### src/des_pkg.sv
// DES package
// Block, key and round key types plus the DES tables and permutation functions
`default_nettype none

package des_pkg;

    localparam int NUM_ROUNDS = 16;

    // Bit 1 is the most significant bit, as in the standard
    typedef logic [1:64] des_block_t;
    typedef logic [1:32] des_half_t;
    typedef logic [1:64] des_key_t;
    typedef logic [1:48] des_subkey_t;
    typedef des_subkey_t [0:NUM_ROUNDS-1] des_subkeys_t;  // Entry 0 is round 1

    localparam int unsigned IP_TAB [64] = '{
        58, 50, 42, 34, 26, 18, 10, 2, 60, 52, 44, 36, 28, 20, 12, 4,
        62, 54, 46, 38, 30, 22, 14, 6, 64, 56, 48, 40, 32, 24, 16, 8,
        57, 49, 41, 33, 25, 17, 9, 1, 59, 51, 43, 35, 27, 19, 11, 3,
        61, 53, 45, 37, 29, 21, 13, 5, 63, 55, 47, 39, 31, 23, 15, 7
    };

    localparam int unsigned FP_TAB [64] = '{
        40, 8, 48, 16, 56, 24, 64, 32, 39, 7, 47, 15, 55, 23, 63, 31,
        38, 6, 46, 14, 54, 22, 62, 30, 37, 5, 45, 13, 53, 21, 61, 29,
        36, 4, 44, 12, 52, 20, 60, 28, 35, 3, 43, 11, 51, 19, 59, 27,
        34, 2, 42, 10, 50, 18, 58, 26, 33, 1, 41, 9, 49, 17, 57, 25
    };

    localparam int unsigned E_TAB [48] = '{
        32, 1, 2, 3, 4, 5, 4, 5, 6, 7, 8, 9, 8, 9, 10, 11, 12, 13,
        12, 13, 14, 15, 16, 17, 16, 17, 18, 19, 20, 21, 20, 21, 22, 23, 24, 25,
        24, 25, 26, 27, 28, 29, 28, 29, 30, 31, 32, 1
    };

    localparam int unsigned P_TAB [32] = '{
        16, 7, 20, 21, 29, 12, 28, 17, 1, 15, 23, 26, 5, 18, 31, 10,
        2, 8, 24, 14, 32, 27, 3, 9, 19, 13, 30, 6, 22, 11, 4, 25
    };

    // Drops the parity bits, C half then D half
    localparam int unsigned PC1_TAB [56] = '{
        57, 49, 41, 33, 25, 17, 9, 1, 58, 50, 42, 34, 26, 18,
        10, 2, 59, 51, 43, 35, 27, 19, 11, 3, 60, 52, 44, 36,
        63, 55, 47, 39, 31, 23, 15, 7, 62, 54, 46, 38, 30, 22,
        14, 6, 61, 53, 45, 37, 29, 21, 13, 5, 28, 20, 12, 4
    };

    localparam int unsigned PC2_TAB [48] = '{
        14, 17, 11, 24, 1, 5, 3, 28, 15, 6, 21, 10, 23, 19, 12, 4,
        26, 8, 16, 7, 27, 20, 13, 2, 41, 52, 31, 37, 47, 55, 30, 40,
        51, 45, 33, 48, 44, 49, 39, 56, 34, 53, 46, 42, 50, 36, 29, 32
    };

    localparam int unsigned DES_SHIFTS [NUM_ROUNDS] = '{
        1, 1, 2, 2, 2, 2, 2, 2, 1, 2, 2, 2, 2, 2, 2, 1
    };

    // Indexed by row * 16 + column
    localparam int unsigned SBOX [8][64] = '{
        '{14, 4, 13, 1, 2, 15, 11, 8, 3, 10, 6, 12, 5, 9, 0, 7,
          0, 15, 7, 4, 14, 2, 13, 1, 10, 6, 12, 11, 9, 5, 3, 8,
          4, 1, 14, 8, 13, 6, 2, 11, 15, 12, 9, 7, 3, 10, 5, 0,
          15, 12, 8, 2, 4, 9, 1, 7, 5, 11, 3, 14, 10, 0, 6, 13},
        '{15, 1, 8, 14, 6, 11, 3, 4, 9, 7, 2, 13, 12, 0, 5, 10,
          3, 13, 4, 7, 15, 2, 8, 14, 12, 0, 1, 10, 6, 9, 11, 5,
          0, 14, 7, 11, 10, 4, 13, 1, 5, 8, 12, 6, 9, 3, 2, 15,
          13, 8, 10, 1, 3, 15, 4, 2, 11, 6, 7, 12, 0, 5, 14, 9},
        '{10, 0, 9, 14, 6, 3, 15, 5, 1, 13, 12, 7, 11, 4, 2, 8,
          13, 7, 0, 9, 3, 4, 6, 10, 2, 8, 5, 14, 12, 11, 15, 1,
          13, 6, 4, 9, 8, 15, 3, 0, 11, 1, 2, 12, 5, 10, 14, 7,
          1, 10, 13, 0, 6, 9, 8, 7, 4, 15, 14, 3, 11, 5, 2, 12},
        '{7, 13, 14, 3, 0, 6, 9, 10, 1, 2, 8, 5, 11, 12, 4, 15,
          13, 8, 11, 5, 6, 15, 0, 3, 4, 7, 2, 12, 1, 10, 14, 9,
          10, 6, 9, 0, 12, 11, 7, 13, 15, 1, 3, 14, 5, 2, 8, 4,
          3, 15, 0, 6, 10, 1, 13, 8, 9, 4, 5, 11, 12, 7, 2, 14},
        '{2, 12, 4, 1, 7, 10, 11, 6, 8, 5, 3, 15, 13, 0, 14, 9,
          14, 11, 2, 12, 4, 7, 13, 1, 5, 0, 15, 10, 3, 9, 8, 6,
          4, 2, 1, 11, 10, 13, 7, 8, 15, 9, 12, 5, 6, 3, 0, 14,
          11, 8, 12, 7, 1, 14, 2, 13, 6, 15, 0, 9, 10, 4, 5, 3},
        '{12, 1, 10, 15, 9, 2, 6, 8, 0, 13, 3, 4, 14, 7, 5, 11,
          10, 15, 4, 2, 7, 12, 9, 5, 6, 1, 13, 14, 0, 11, 3, 8,
          9, 14, 15, 5, 2, 8, 12, 3, 7, 0, 4, 10, 1, 13, 11, 6,
          4, 3, 2, 12, 9, 5, 15, 10, 11, 14, 1, 7, 6, 0, 8, 13},
        '{4, 11, 2, 14, 15, 0, 8, 13, 3, 12, 9, 7, 5, 10, 6, 1,
          13, 0, 11, 7, 4, 9, 1, 10, 14, 3, 5, 12, 2, 15, 8, 6,
          1, 4, 11, 13, 12, 3, 7, 14, 10, 15, 6, 8, 0, 5, 9, 2,
          6, 11, 13, 8, 1, 4, 10, 7, 9, 5, 0, 15, 14, 2, 3, 12},
        '{13, 2, 8, 4, 6, 15, 11, 1, 10, 9, 3, 14, 5, 0, 12, 7,
          1, 15, 13, 8, 10, 3, 7, 4, 12, 5, 6, 11, 0, 14, 9, 2,
          7, 11, 4, 1, 9, 12, 14, 2, 0, 6, 10, 13, 15, 3, 5, 8,
          2, 1, 14, 7, 4, 10, 8, 13, 15, 12, 9, 0, 3, 5, 6, 11}
    };

    function automatic des_block_t des_ip(des_block_t b);
        des_block_t o;
        for (int i = 1; i <= 64; i++) o[i] = b[IP_TAB[i-1]];
        return o;
    endfunction

    function automatic des_block_t des_fp(des_block_t b);
        des_block_t o;
        for (int i = 1; i <= 64; i++) o[i] = b[FP_TAB[i-1]];
        return o;
    endfunction

    // Expansion, key mix, S-boxes and P
    function automatic des_half_t des_f(des_half_t r, des_subkey_t k);
        logic [1:48] x;
        logic [5:0]  six;
        logic [1:32] s_out;
        des_half_t   o;
        for (int i = 1; i <= 48; i++) x[i] = r[E_TAB[i-1]];
        x = x ^ k;
        for (int s = 0; s < 8; s++) begin
            six = x[6*s+1 +: 6];
            s_out[4*s+1 +: 4] = 4'(SBOX[s][{six[5], six[0], six[4:1]}]);  // Outer bits pick row
        end
        for (int i = 1; i <= 32; i++) o[i] = s_out[P_TAB[i-1]];
        return o;
    endfunction

    function automatic logic [1:56] des_pc1(des_key_t k);
        logic [1:56] o;
        for (int i = 1; i <= 56; i++) o[i] = k[PC1_TAB[i-1]];
        return o;
    endfunction

    function automatic des_subkey_t des_pc2(logic [1:56] cd);
        des_subkey_t o;
        for (int i = 1; i <= 48; i++) o[i] = cd[PC2_TAB[i-1]];
        return o;
    endfunction

endpackage

`default_nettype wire

### src/des_out_queue.sv
// DES output queue
// Circular FIFO holding ciphertext blocks until the consumer takes them
`default_nettype none

module des_out_queue import des_pkg::*; #(
    parameter int DEPTH = 2
) (
    input  logic       clk,
    input  logic       rst_n,
    input  logic       p_valid,
    output logic       p_ready,
    input  des_block_t p_block,
    output logic       out_valid,
    input  logic       out_ready,
    output des_block_t out_block
);

    localparam int AW = $clog2(DEPTH);
    localparam logic [AW-1:0] LAST_PTR = AW'(DEPTH - 1);
    localparam logic [AW:0]   FULL_CNT = (AW + 1)'(DEPTH);

    des_block_t    mem [DEPTH];
    logic [AW-1:0] wr_ptr;
    logic [AW-1:0] rd_ptr;
    logic [AW:0]   count;
    logic          wr_en;
    logic          rd_en;

    assign p_ready   = count != FULL_CNT;
    assign out_valid = count != '0;
    assign out_block = mem[rd_ptr];  // Head entry stays put until read
    assign wr_en     = p_valid && p_ready;
    assign rd_en     = out_valid && out_ready;

    always_ff @(posedge clk) begin
        if (!rst_n) begin
            wr_ptr <= '0;
            rd_ptr <= '0;
            count  <= '0;
        end else begin
            if (wr_en) wr_ptr <= (wr_ptr == LAST_PTR) ? '0 : wr_ptr + 1'b1;
            if (rd_en) rd_ptr <= (rd_ptr == LAST_PTR) ? '0 : rd_ptr + 1'b1;
            if (wr_en && !rd_en) begin
                count <= count + 1'b1;
            end else if (rd_en && !wr_en) begin
                count <= count - 1'b1;
            end
        end
    end

    always_ff @(posedge clk) begin
        if (wr_en) mem[wr_ptr] <= p_block;
    end

endmodule

`default_nettype wire

### config.mk
export PLATFORM = sky130hd
export DESIGN_NAME = des_out_queue
export DESIGN_NICKNAME = d
export VERILOG_FILES = /design/src/des_pkg.sv /design/src/des_out_queue.sv
export SDC_FILE = /design/constraint.sdc
export NUM_CORES = 1
export LEC_CHECK = 0
export BUFFER_PORTS_ARGS = -buffer_cell sky130_fd_sc_hd__buf_2
export CORE_ASPECT_RATIO = 1.75
export CORE_MARGIN = 4
export CORE_UTILIZATION = 25
export DETAILED_ROUTE_END_ITERATION = 6
export PLACE_DENSITY = 0.41
export SETUP_SLACK_MARGIN = 0.05
export SKIP_LAST_GASP = 1
export SYNTH_ARGS = -nofsm -noshare
export SYNTH_HDL_FRONTEND = slang
export SYNTH_SLANG_ARGS = --single-unit
### constraint.sdc
create_clock -name clk -period 4.6 [get_ports clk]
set_clock_uncertainty 0.15 [all_clocks]
set_input_delay 0 -clock clk [delete_from_list [all_inputs] [get_ports clk]]
set_output_delay 0 -clock clk [all_outputs]
set_load 0.01 [all_outputs]
## Yosys cells after proc, flatten, opt, wreduce, memory -nomap -nowiden

Memory sizes are Yosys's and may differ from the RTL's. A register that Yosys moved wholly into a read port is not among the register bits.
Cells that the tools add are included.

| storage, ports and cells | value |
|---|---|
| bits of input ports | 68 |
| memories | 1 |
| RAM bits | 128 |
| output and inout bits | 66 |
| register bits | 4 |
| logic and storage cells | 25 |

Memory list:

| memory | depth | width | read ports | clocked after Yosys merged registers in | write ports | RTL line | source |
|---|---|---|---|---|---|---|---|
| mem | 2 | 64 | 1 | 1 | 1 | des_out_queue.sv:22 | `des_block_t mem [DEPTH];` |

| cells by class | value |
|---|---|
| multiplexer cells | 8 |
| equality and inequality tests | 1 |
| reduce and logical (&&, ||, !) cells | 8 |
| add/subtract/negate cells | 4 |

Operators with widths:

| kind | count |
|---|---|
| 2-to-1 mux 1 bit | 6 |
| logical AND 1 bit | 4 |
| 2-to-1 mux 2 bit | 2 |
| nonzero test 2 bit | 2 |
| adder 1 bit, second input constant | 2 |
| adder 2 x 1 -> 2 bit, second input constant | 1 |
| zero test 1 bit | 2 |
| != test 2 bit, second input constant | 1 |
| subtractor 2 x 1 -> 2 bit, second input constant | 1 |

## Longest topological paths before layout

Gate-level depths: netlist (run 1).

| depth | value |
|---|---|
| depth after elaboration | 6 |
| mapped depth | 6 |
| depth with buffers taken out | 6 |

## Worst setup path after synthesis (run 1)

OpenSTA, ideal clock, no wires.

| timing | value |
|---|---|
| path type | reg-to-reg |
| start point | register count[0] |
| end point | memory mem[1][0] (netlist name) (enable) |
| buffers on the path | 0 |
| path slack | 1893 ps |
| required time | 4021 ps |
| period minus slack after synthesis | 2707 ps |
| stages on the path, launching flop included | 3 |
| library setup time | 429 ps |
| data arrival time | 2128 ps |
| cell sequence | dfxtp_1 nand2b_4 and3_1 |

| between the ends | value |
|---|---|
| longest elaborated chain between the ends | 4 |

RTL lines:

| item | RTL line | source |
|---|---|---|
| start, declared | des_out_queue.sv:25 | `logic [AW:0] count;` |
| start signal, assigned | des_out_queue.sv:44 | `count <= count + 1'b1;` |
| start signal, assigned | des_out_queue.sv:46 | `count <= count - 1'b1;` |
| != test 2 bit | des_out_queue.sv:29 | `assign p_ready = count != FULL_CNT;` |
| named net p_ready | des_out_queue.sv:11 | `output logic p_ready,` |
| logical AND 1 bit | des_out_queue.sv:32 | `assign wr_en = p_valid && p_ready;` |
| 2-to-1 mux 1 bit | des_out_queue.sv:52 | `if (wr_en) mem[wr_ptr] <= p_block;` |
| 2-to-1 mux 1 bit (implied by the code) | des_out_queue.sv:52 |  |
| end, declared | des_out_queue.sv:22 |  |

The timed path passes the listed nets, and every way through them passes these cells.

==> flow_summary_export.csv, run 1 <==
group,metric,value,unit
status,status,"complete, no violations",
sta,setup_viol,0,
synthesis,synth-simple-area-share,1.34,%
clock_tree,cts_tree,"built",
sta,tightestPinTransition,0.898,ns
worst_setup_path,crit_fanout,35,
power_and_ir_drop,p_sw,0.971,mW
clock_tree,clk_pin_slew,0.06,ns
sta,hold_violations,0,
floorplan,ios,134,
routing,vias,2752,
synthesis,yosys.area_share.adder,0.258,%
worst_setup_path,end_kind,"primary output",
placement,hpwlAfterDp,6950,um
power_and_ir_drop,p_per_area,538,nW/um2
synthesis,syn-instance-count,223,
floorplan,start_util,25.4,%
sta,rsz0062_at_grt,"false",
worst_setup_path,crit_slowest_cell,"dfxtp_2",
global_route,first_global_vias,2993,
cells_and_area,nNetsFinal,508,
worst_setup_path,crit_required,4.45,ns
clock_tree,numCtsBuffers,17,
synthesis,yosysTopAreaCell,"edfxtp_1",
floorplan,rows,67,
routing,wl_per_cell,15.1,um
cells_and_area,area_growth,46.3,%
synthesis,ys_seq_area_share,81.2,%
job,maxCapViolations,0,
synthesis,ys_ff_latch,133,
global_route,antenna_found_initial,0,
power_and_ir_drop,switching_share,25.4,%
global_route,grt_pass1_wl,15800,um
global_route,grt.overflow.total,0,
routing,first_pass_iters,4,
clock_tree,cts_root_buffer,"clkbuf_16",
clock_tree,cts_htree_levels,4,
routing,drc,0,
synthesis,synth_nets,292,
worst_setup_path,worst_path_dominant_cell_family,"flip-flops",
routing,drt-total-wl,10400,um
clock_tree,cts_max_path_buffers,2,
floorplan,dieArea,21800,um2
synthesis,synth_top_family_by_area,"multiplexers",
synthesis,netlist_area,4860,um2
sta,drv_slew,0,
power_and_ir_drop,internal_power,2.85,mW
synthesis,yosysTopAreaCellShare,79.1,%
routing,vias_per_cell,3.97,
routing,drt_iter0_drc,86,
placement,place_congestion,0.666,
clock_tree,clock_latency,0.41,ns
worst_setup_path,start_kind,"register",
power_and_ir_drop,pwr-share-seq,41.8,%
worst_setup_path,cp_cell_sequence,"buf_4 -> mux2_2 -> buf_2",
sta,finalSetupTns,0,ns
cells_and_area,antennaDiodeCount,0,
synthesis,synth_area_per_cell,21.8,um2
worst_setup_path,slowest_delay,0.92,ns
min_path,worstHoldPathType,"in -> reg",
power_and_ir_drop,leakagePower,2.66,nW
sta,fin_crit,2.55,ns
synthesis,synth_cell_types,20,
sta,relSlewSlack,40.1,%
worst_setup_path,cp_data_arrival_time,2.40,ns
power_and_ir_drop,combPwrFrac,21.3,%
sta,timing.fmax,393,MHz
synthesis,synthMuxAreaShare,14.8,%
clock_tree,cts_setup_buffers,0,
placement,port-buffer-count,133,
synthesis,synth-compound-area-share,0.721,%
floorplan,die_w,113,um
worst_setup_path,path_buf_inv,2,
worst_setup_path,worstSetupPathType,"reg -> out",
synthesis,synth_xor_area_share,0.541,%
global_route,grt_max_degree,38,
synthesis,synth_area_leaders,"edfxtp_1 (79%), mux2_2 (15%), dfxtp_1 (2.1%)",
sta,hold_ws,0.162,ns
routing,antenna_left,0,
power_and_ir_drop,clock_power_share,36.8,%
floorplan,core,19100,um2
cells_and_area,drive_above_1_share,52.4,%
sta,post-route-period-util,55.4,%
clock_tree,cts.sinks,133,
synthesis,yosys_warnings,0,
global_route,track_usage,9.86,%
floorplan,fp.dieH,192,um
power_and_ir_drop,ir_worst_vdd,0.248,mV
## per-layer routing
layer  share of wire, %  wire length, um  up-vias  GRT usage [%]
met1                 35             3660     1365           9.80
met3                4.2              442        8           2.57
li1                   -                -     1314              -
met4                1.8              184        0           5.00
met2                 59             6150       65           18.6
met5                  0                0        -              0
## registers in the layout, indices dropped and copies added (netlist names), named ones only
| name | flops |
|---|---|
| mem | 128 |
| count | 2 |
| rd_ptr | 1 |
| wr_ptr | 1 |
## area by class of cell
cell class / instances / area [um2]
clock buffers: 19 / 443
inverters: 1 / 3.75
repair buffers: 204 / 1370
flip-flops and latches: 133 / 3950
well taps: 241 / 302
clock inverters: 13 / 181
multi-input cells: 82 / 861
fillers: 1847 / 12000
## power groups by stage
| stage | sequential, mW | clock (mW) | combinational, mW |
|---|---|---|---|
| floorplan | 1.58 | 0 | 0.524 |
| global placement | 1.62 | 0 | 0.794 |
| detailed placement | 1.63 | 0 | 0.798 |
| CTS | 1.60 | 1.46 | 0.850 |
| global route | 1.62 | 1.52 | 0.891 |
| finish | 1.60 | 1.41 | 0.815 |
## per-stage QoR
stage | util (%) | total power, mW | cell area (um2) | setup slack [ns] | cells
after floorplan | - | 2.10 | 4860 | 1.89 | 223
after global placement | 30.3 | 2.42 | 5800 | 2.18 | 593
after detailed placement | 30.3 | 2.43 | 5800 | 2.11 | 593
after CTS | 37.2 | 3.91 | 7100 | 1.91 | 693
after global routing | 37.2 | 4.03 | 7100 | 1.83 | 693
final | 37.2 | 3.82 | 7100 | 2.05 | 693
## Yosys cell counts
cell and instances:
a21boi_1 1, and3_1 1, and2_1 4, o21ai_1 1, inv_1 1, dfxtp_1 5
a21bo_2 1, buf_4 6, ha_1 1, edfxtp_1 128, buf_2 1, xnor2_1 2
or2_2 1, nand2b_4 1, a21boi_0 1, xor2_1 1, mux2_2 64, or3_1 1
nand3b_1 1, o21ai_0 1
## logic make-up after synthesis
kind of cell / after synthesis
buf+inv: 8
simple gates: 9
flops: 133
fa+ha+maj: 1
mux: 64
xor+xnor: 3
compound gates: 5
## placed cells by master (no fill, tap or decap), types with 2 or more instances in the layout
| cell type | count |
|---|---|
| clkinv_4 | 3 |
| bufinv_16 | 4 |
| and2_1 | 4 |
| clkinv_2 | 4 |
| mux2_2 | 64 |
| buf_4 | 3 |
| edfxtp_1 | 128 |
| buf_2 | 133 |
| clkbuf_16 | 17 |
| clkinvlp_4 | 2 |
| dfxtp_1 | 4 |
| dlygate4sd3_1 | 68 |
| xnor2_1 | 2 |
## path summary, 6_finish.rpt
check,from,end,slack (ns),depth (start not counted)
max,register,out_block[42],2.05,3
min reg2reg,count[1]$_SDFFE_PN0P_,count[1]$_SDFFE_PN0P_,0.41,2
min,p_block[12],mem[1][12]$_DFFE_PP_,0.16,2
max reg2reg,count[0]$_SDFFE_PN0P_,mem[1][10]$_DFFE_PP_,2.18,3
## repair_timing
item	4_1_cts	5_1_grt
hold endpoints to repair	133	0
resized for setup	0	0
hold buffers	68	0
Power figures use the tool's default switching activity.
==> inputs of run 2 (changes only) <==
- ABC_AREA: unset -> 1
- clock period: 4.6 -> 2.36 ns (I/O delays scaled with it)
==> run 2 against run 1 <==
  * Clock power grew 65%
  * Clock-buffer cell count grew 1
  * Register-to-register slack lost 1.6 ns
  * Critical path depth is the same
  * Sequential power grew 92%
  * Die area grew 5.9%
  * Combinational power grew 120%
  * Highest routed layer unchanged
  * Design area grew 2.5%
  * Global-route usage shrank 0.41 points
  * Via count grew 1.6%
  * Critical path type unchanged
  * Largest power group unchanged
==> flow_summary_export.csv, run 2 <==
group,metric,value,unit
status,status,"complete, no violations",
clock_tree,postCtsResizedCells,0,
global_route,grtUsageMet3,2.84,%
clock_tree,clock_latency,0.41,ns
routing,wl_per_cell,15.1,um
cells_and_area,regMostFlops,"mem",
global_route,grt.overflow.total,0,
placement,port-buffer-count,133,
synthesis,synth-simple-area-share,1.45,%
synthesis,netlist_area,5160,um2
cells_and_area,register_area,3950,um2
synthesis,synth-compound-area-share,0.436,%
global_route,first_global_vias,3004,
synthesis,yosys.cell_count.top_type,"edfxtp_1",
routing,vias,2796,
routing,first_pass_iters,4,
global_route,track_usage,9.44,%
clock_tree,cts_root_buffer,"clkbuf_16",
worst_setup_path,worstSetupPathType,"reg -> out",
worst_setup_path,crit_fanout,64,
floorplan,start_util,25.4,%
sta,tightestPinTransition,0.509,ns
synthesis,ys_seq_area_share,76.4,%
synthesis,synth_flop_cell,"edfxtp_1",
cells_and_area,drive_above_1_share,48.9,%
placement,place_congestion,0.692,
placement,place_area,6080,um2
synthesis,synth_area_leaders,"edfxtp_1 (74%), mux2_4 (17%), buf_12 (2.3%)",
routing,drt-total-wl,10800,um
sta,fin_crit,1.88,ns
clock_tree,cts_htree_levels,4,
sta,drv_slew,0,
clock_tree,cts_max_path_buffers,2,
worst_setup_path,slowest_delay,0.40,ns
sta,post-route-period-util,79.6,%
global_route,antenna_found_initial,0,
clock_tree,cts_tree,"built",
sta,hold_ws,0.164,ns
cells_and_area,layout_commonest_cell,"buf_2",
clock_tree,numCtsBuffers,17,
job,maxCapViolations,0,
cells_and_area,antennaDiodeCount,0,
cells_and_area,reg.largest.list,"mem x128, count x2",
placement,hpwlAfterDp,6860,um
worst_setup_path,worst_path_dominant_cell_family,"buffers and inverters",
synthesis,yosysTopAreaCell,"edfxtp_1",
min_path,worstHoldPathType,"in -> reg",
global_route,grtUsageMet2,17.5,%
floorplan,ios,134,
floorplan,die_w,117,um
synthesis,synthMuxAreaShare,18.3,%
synthesis,yosys_warnings,0,
worst_setup_path,cp_cell_sequence,"buf_12 -> mux2_2 -> buf_2",
routing,vias_per_cell,3.93,
synthesis,synth_async_sr_flop_share,0,%
sta,fin_ws,0.482,ns
global_route,grt_max_degree,65,
worst_setup_path,end_kind,"primary output",
cells_and_area,multi_input_area,1070,um2
sta,rsz0062_at_grt,"false",
synthesis,synth_cell_types,15,
global_route,globalRouteMet1Util,9.21,%
worst_setup_path,crit_slowest_cell,"buf_12",
floorplan,dieArea,23100,um2
placement,placed_cells,613,
cells_and_area,area_growth,41.1,%
clock_tree,cts.sinks,133,
synthesis,synth_area_per_cell,21.9,um2
synthesis,yosys.area_share.adder,0.242,%
clock_tree,clk_pin_slew,0.06,ns
routing,drt_iter0_drc,85,
floorplan,rows,69,
cells_and_area,final_area,7280,um2
global_route,grt_pass1_wl,15900,um
cells_and_area,nNetsFinal,520,
synthesis,ys_ff_latch,133,
sta,relSlewSlack,66.1,%
cells_and_area,finalNonFillerCells,712,
synthesis,synth_edf_count,128,
sta,setup_viol,0,
sta,timing.fmax,532,MHz
cells_and_area,final_cell_mix,"buf_2 (133), edfxtp_1 (128), dlygate4sd3_1 (67)",
placement,post-place-ws,0.601,ns
sta,hold_violations,0,
worst_setup_path,crit_required,2.21,ns
cells_and_area,fillers,1946,
routing,drc,0,
power_and_ir_drop,ir_worst_vdd,0.694,mV
worst_setup_path,path_buf_inv,2,
power_and_ir_drop,p_total,7.23,mW
cells_and_area,largest_reg_flops,128,
cells_and_area,utilization,35.9,%
sta,finalSetupTns,0,ns
power_and_ir_drop,p_per_area,993,nW/um2
floorplan,core,20300,um2
worst_setup_path,cp_data_arrival_time,1.73,ns
synthesis,syn-instance-count,236,
floorplan,fp.dieH,198,um
routing,antenna_left,0,
power_and_ir_drop,leakagePower,2.84,nW
synthesis,yosysTopAreaCellShare,74.5,%
synthesis,netlist_top_cells_count,"edfxtp_1 (128), mux2_4 (60), nand2_1 (9)",
synthesis,synth_top_family_by_area,"multiplexers",
synthesis,synth_xor_area_share,0,%
synthesis,synth_nets,305,
worst_setup_path,start_kind,"register",
global_route,grt_busiest_layer,"met2",
[run 2: worst reg2reg max path, cell delays in order, from the launching register on]
cell     delay, ns
dfxtp_1       0.32
inv_1         0.13
nand2_1       0.08
nand2_1       0.21
inv_1         0.10
ha_1          0.34
inv_1         0.10
nand4_1       0.10
nand2_1       0.08
nor2_1        0.04
[run 2: what timing repair did]
item	4_1_cts	5_1_grt
hold buffers	67	0
hold endpoints to repair	133	0
endpoints found under the setup margin	0	0
buffers inserted	0	0
[run 2: logic make-up after synthesis]
kind of cell | count (synthesis)
flops | 133
mux | 64
simple gates | 19
buf+inv | 15
compound gates | 4
fa+ha+maj | 1
[run 2: layer usage]
layer  wire (um)  vias up
met1        3850     1376
met5           0        -
met3         577        7
li1            -     1341
met2        6150       72
met4         185        0
[run 2: final cells by class]
type                    count  share of cell area, %
flip-flops and latches    133                   54.2
repair buffers            203                   19.2
multi-input cells          88                   14.7
clock buffers              20                   6.00
well taps                 248                   4.26
clock inverters            12                   1.22
inverters                   8                  0.412
[run 2: worst paths after layout]
kind	to	cells after the start	start	slack [ns]
max	out_block[48]	3	register	0.48
min	mem[1][58]$_DFFE_PP_	2	p_block[58]	0.16
max reg2reg	count[1]$_SDFFE_PN0P_	9	count[0]$_SDFFE_PN0P_	0.61
min reg2reg	rd_ptr$_SDFFE_PN0P_	2	rd_ptr$_SDFFE_PN0P_	0.36
[run 2: power by group]
part	leakage (nW)	internal, mW	switching (mW)
Sequential	1.24	2.99	0.0860
Combinational	1.37	0.914	0.909
Clock	0.243	1.42	0.912
Total	2.84	5.32	1.91
==> inputs of run 3 (changes only) <==
- ABC_AREA: 1 -> 0
- PLACE_DENSITY: 0.41 -> 0.43
- clock period: 2.36 -> 1.5 ns (I/O delays scaled with it)
==> run 3 against run 2 <==
  * The flow now finishes with violations (setup timing)
  * Sequential share of layout area fell by 8.2 points
  * Final cell count rose by 3.7%
  * Total power grew 99%
  * Worst setup slack worse by 0.69 ns
  * First-iteration DRC count grew 3.5%
  * Largest cell class unchanged
==> flow_summary_export.csv, run 3 (same netlist as run 1, synthesis figures left out) <==
group,metric,value,unit
routing,vias_per_cell,4.11,
worst_setup_path,crit_fanout,8,
placement,hpwlAfterDp,7080,um
clock_tree,cts_tree,"built",
cells_and_area,antennaDiodeCount,0,
worst_setup_path,worst_path_dominant_cell_family,"buffers and inverters",
status,violations,"setup timing",
cells_and_area,largest_reg_flops,128,
floorplan,rows,67,
power_and_ir_drop,leakagePower,3.36,nW
worst_setup_path,cp_cell_sequence,"nand2b_4 -> buf_6 -> nand3b_1 -> clkinvlp_4 -> buf_6 -> buf_8 -> buf_12",
global_route,track_usage,11.2,%
sta,hold_violations,0,
worst_setup_path,rr_worst_depth,7,
sta,relSlewSlack,87.7,%
cells_and_area,finalNonFillerCells,738,
routing,antenna_left,0,
min_path,min_from,"p_block[23]",
routing,wl_per_cell,18.1,um
min_path,worstHoldPathType,"in -> reg",
power_and_ir_drop,switching_share,25.6,%
worst_setup_path,end_kind,"register",
sta,tightestPinTransition,0.184,ns
routing,drt-total-wl,13400,um
power_and_ir_drop,p_sw,3.68,mW
floorplan,dieArea,21800,um2
floorplan,core,19100,um2
sta,hold_ws,0.148,ns
clock_tree,clock_latency,0.41,ns
status,status,"complete, but fails checks",
worst_setup_path,cpMostUsedCell,"buf_6",
sta,fin_ws,-0.207,ns
clock_tree,cts.sinks,133,
sta,fin_crit,1.71,ns
cells_and_area,final_cell_mix,"edfxtp_1 (128), buf_2 (73), buf_6 (72)",
power_and_ir_drop,ir_worst_vdd,0.617,mV
cells_and_area,regMostFlops,"mem",
global_route,antenna_found_initial,0,
power_and_ir_drop,internal_power,10.7,mW
cells_and_area,nNetsFinal,553,
worst_setup_path,slowest_delay,0.32,ns
power_and_ir_drop,combPwrFrac,36.5,%
power_and_ir_drop,clock_power_share,30.2,%
worst_setup_path,r2r_start,"count[0]$_SDFFE_PN0P_",
global_route,grt.overflow.total,0,
sta,setup_viol,187,
routing,first_pass_iters,6,
sta,drv_slew,0,
sta,post-route-period-util,114,%
routing,drc,0,
placement,post-place-ws,-0.116,ns
cells_and_area,utilization,44.9,%
routing,drt_iter0_drc,88,
clock_tree,cts_max_path_buffers,2,
floorplan,ios,134,
global_route,first_global_vias,3267,
sta,timing.fmax,586,MHz
job,maxCapViolations,0,
global_route,grt_pass1_wl,17700,um
cells_and_area,area_growth,76.8,%
placement,port-buffer-count,133,
worst_setup_path,worstSetupPathType,"reg -> reg",
cells_and_area,layout_commonest_cell,"edfxtp_1",
cells_and_area,drive_above_1_share,57.9,%
clock_tree,numCtsBuffers,17,
worst_setup_path,startpoint,"count[0]$_SDFFE_PN0P_",
floorplan,start_util,25.4,%
clock_tree,clk_pin_slew,0.06,ns
worst_setup_path,crit_slowest_cell,"dfxtp_2",
worst_setup_path,cp.depth,7,
floorplan,fp.dieH,192,um
clock_tree,cts_root_buffer,"clkbuf_16",
power_and_ir_drop,p_per_area,1670,nW/um2
routing,vias,3031,
sta,finalSetupTns,-22.78,ns
placement,place_congestion,0.712,
power_and_ir_drop,pwr-share-seq,33.4,%
worst_setup_path,start_kind,"register",
worst_setup_path,path_buf_inv,5,
cells_and_area,reg.largest.list,"mem x128, count x2",
sta,rsz0062_at_grt,"true",
placement,placed_cells,602,
floorplan,die_w,113,um
min_path,holdPathStages,2,
worst_setup_path,cp_data_arrival_time,1.73,ns
clock_tree,cts_htree_levels,4,
global_route,grt_max_degree,35,
worst_setup_path,crit_required,1.52,ns
## run 3: cell count changes in the layout (fill, tap and decap cells not counted), moves of 8 or more
cell / before / now
buf_6: 0 / 72
buf_2: 133 / 73
buf_16: 0 / 10
buf_8: 0 / 8
mux2_2: 4 / 12
mux2_4: 60 / 52
clkbuf_16: 17 / 28
inv_1: 8 / 0
nand2_1: 9 / 0
## run 3: metal layers
metal  global-route usage [%]  vias to the layer above  share of wire, %
li1                         -                     1417                 -
met1                     10.8                     1531                35
met2                     21.9                       70                60
met3                     2.82                       13               3.1
met4                     5.14                        0               1.8
met5                        0                        -                 0
## run 3: path summary, 6_finish.rpt
path,end,slack (ns)
setup / recovery,mem[0][11]$_DFFE_PP_,-0.21
hold / removal,mem[1][23]$_DFFE_PP_,0.15
setup reg to reg,mem[0][11]$_DFFE_PP_,-0.21
hold reg to reg,rd_ptr$_SDFFE_PN0P_,0.44
## run 3: final cells by class
cell class | count | area, um2
Fill cell | 1720 | 10500
Inverter | 1 | 7.51
Clock inverter | 6 | 45.0
Timing Repair Buffer | 249 | 2580
Clock buffer | 26 | 607
Tap cell | 241 | 302
Sequential cell | 133 | 3950
Multi-Input combinational cell | 82 | 1090
## run 3: timing repair
item                                    CTS  global route
hold buffers                             67             0
buffers inserted                         21             5
gates cloned                             13             8
endpoints found under the hold margin   133             0
pin swaps                                 6             1
endpoints found under the setup margin  195           196
gates resized for setup                  42           138
## run 3: worst register-to-register path, stage by stage, from the launching register on
cell        delay [ns]
dfxtp_2           0.32
nand2b_4          0.14
buf_6             0.11
nand3b_1          0.15
clkinvlp_4        0.16
buf_6             0.15
buf_8             0.13
buf_12            0.14
## run 3: power by group through the flow
stage	sequential, mW	combinational [mW]	clock [mW]
global placement	4.83	2.83	0
floorplan	4.82	1.63	0
CTS	4.77	3.86	4.46
detailed placement	4.85	2.84	0
finish	4.79	5.24	4.33
global route	4.83	5.54	4.60
## run 3: through the flow
step / total power [mW] / area, um2
3_3_place_gp: 7.65 / 5960
6_report: 14.4 / 8590
4_1_cts: 13.1 / 7940
3_5_place_dp: 7.69 / 5960
5_1_grt: 15.0 / 8590
2_1_floorplan: 6.46 / 4880
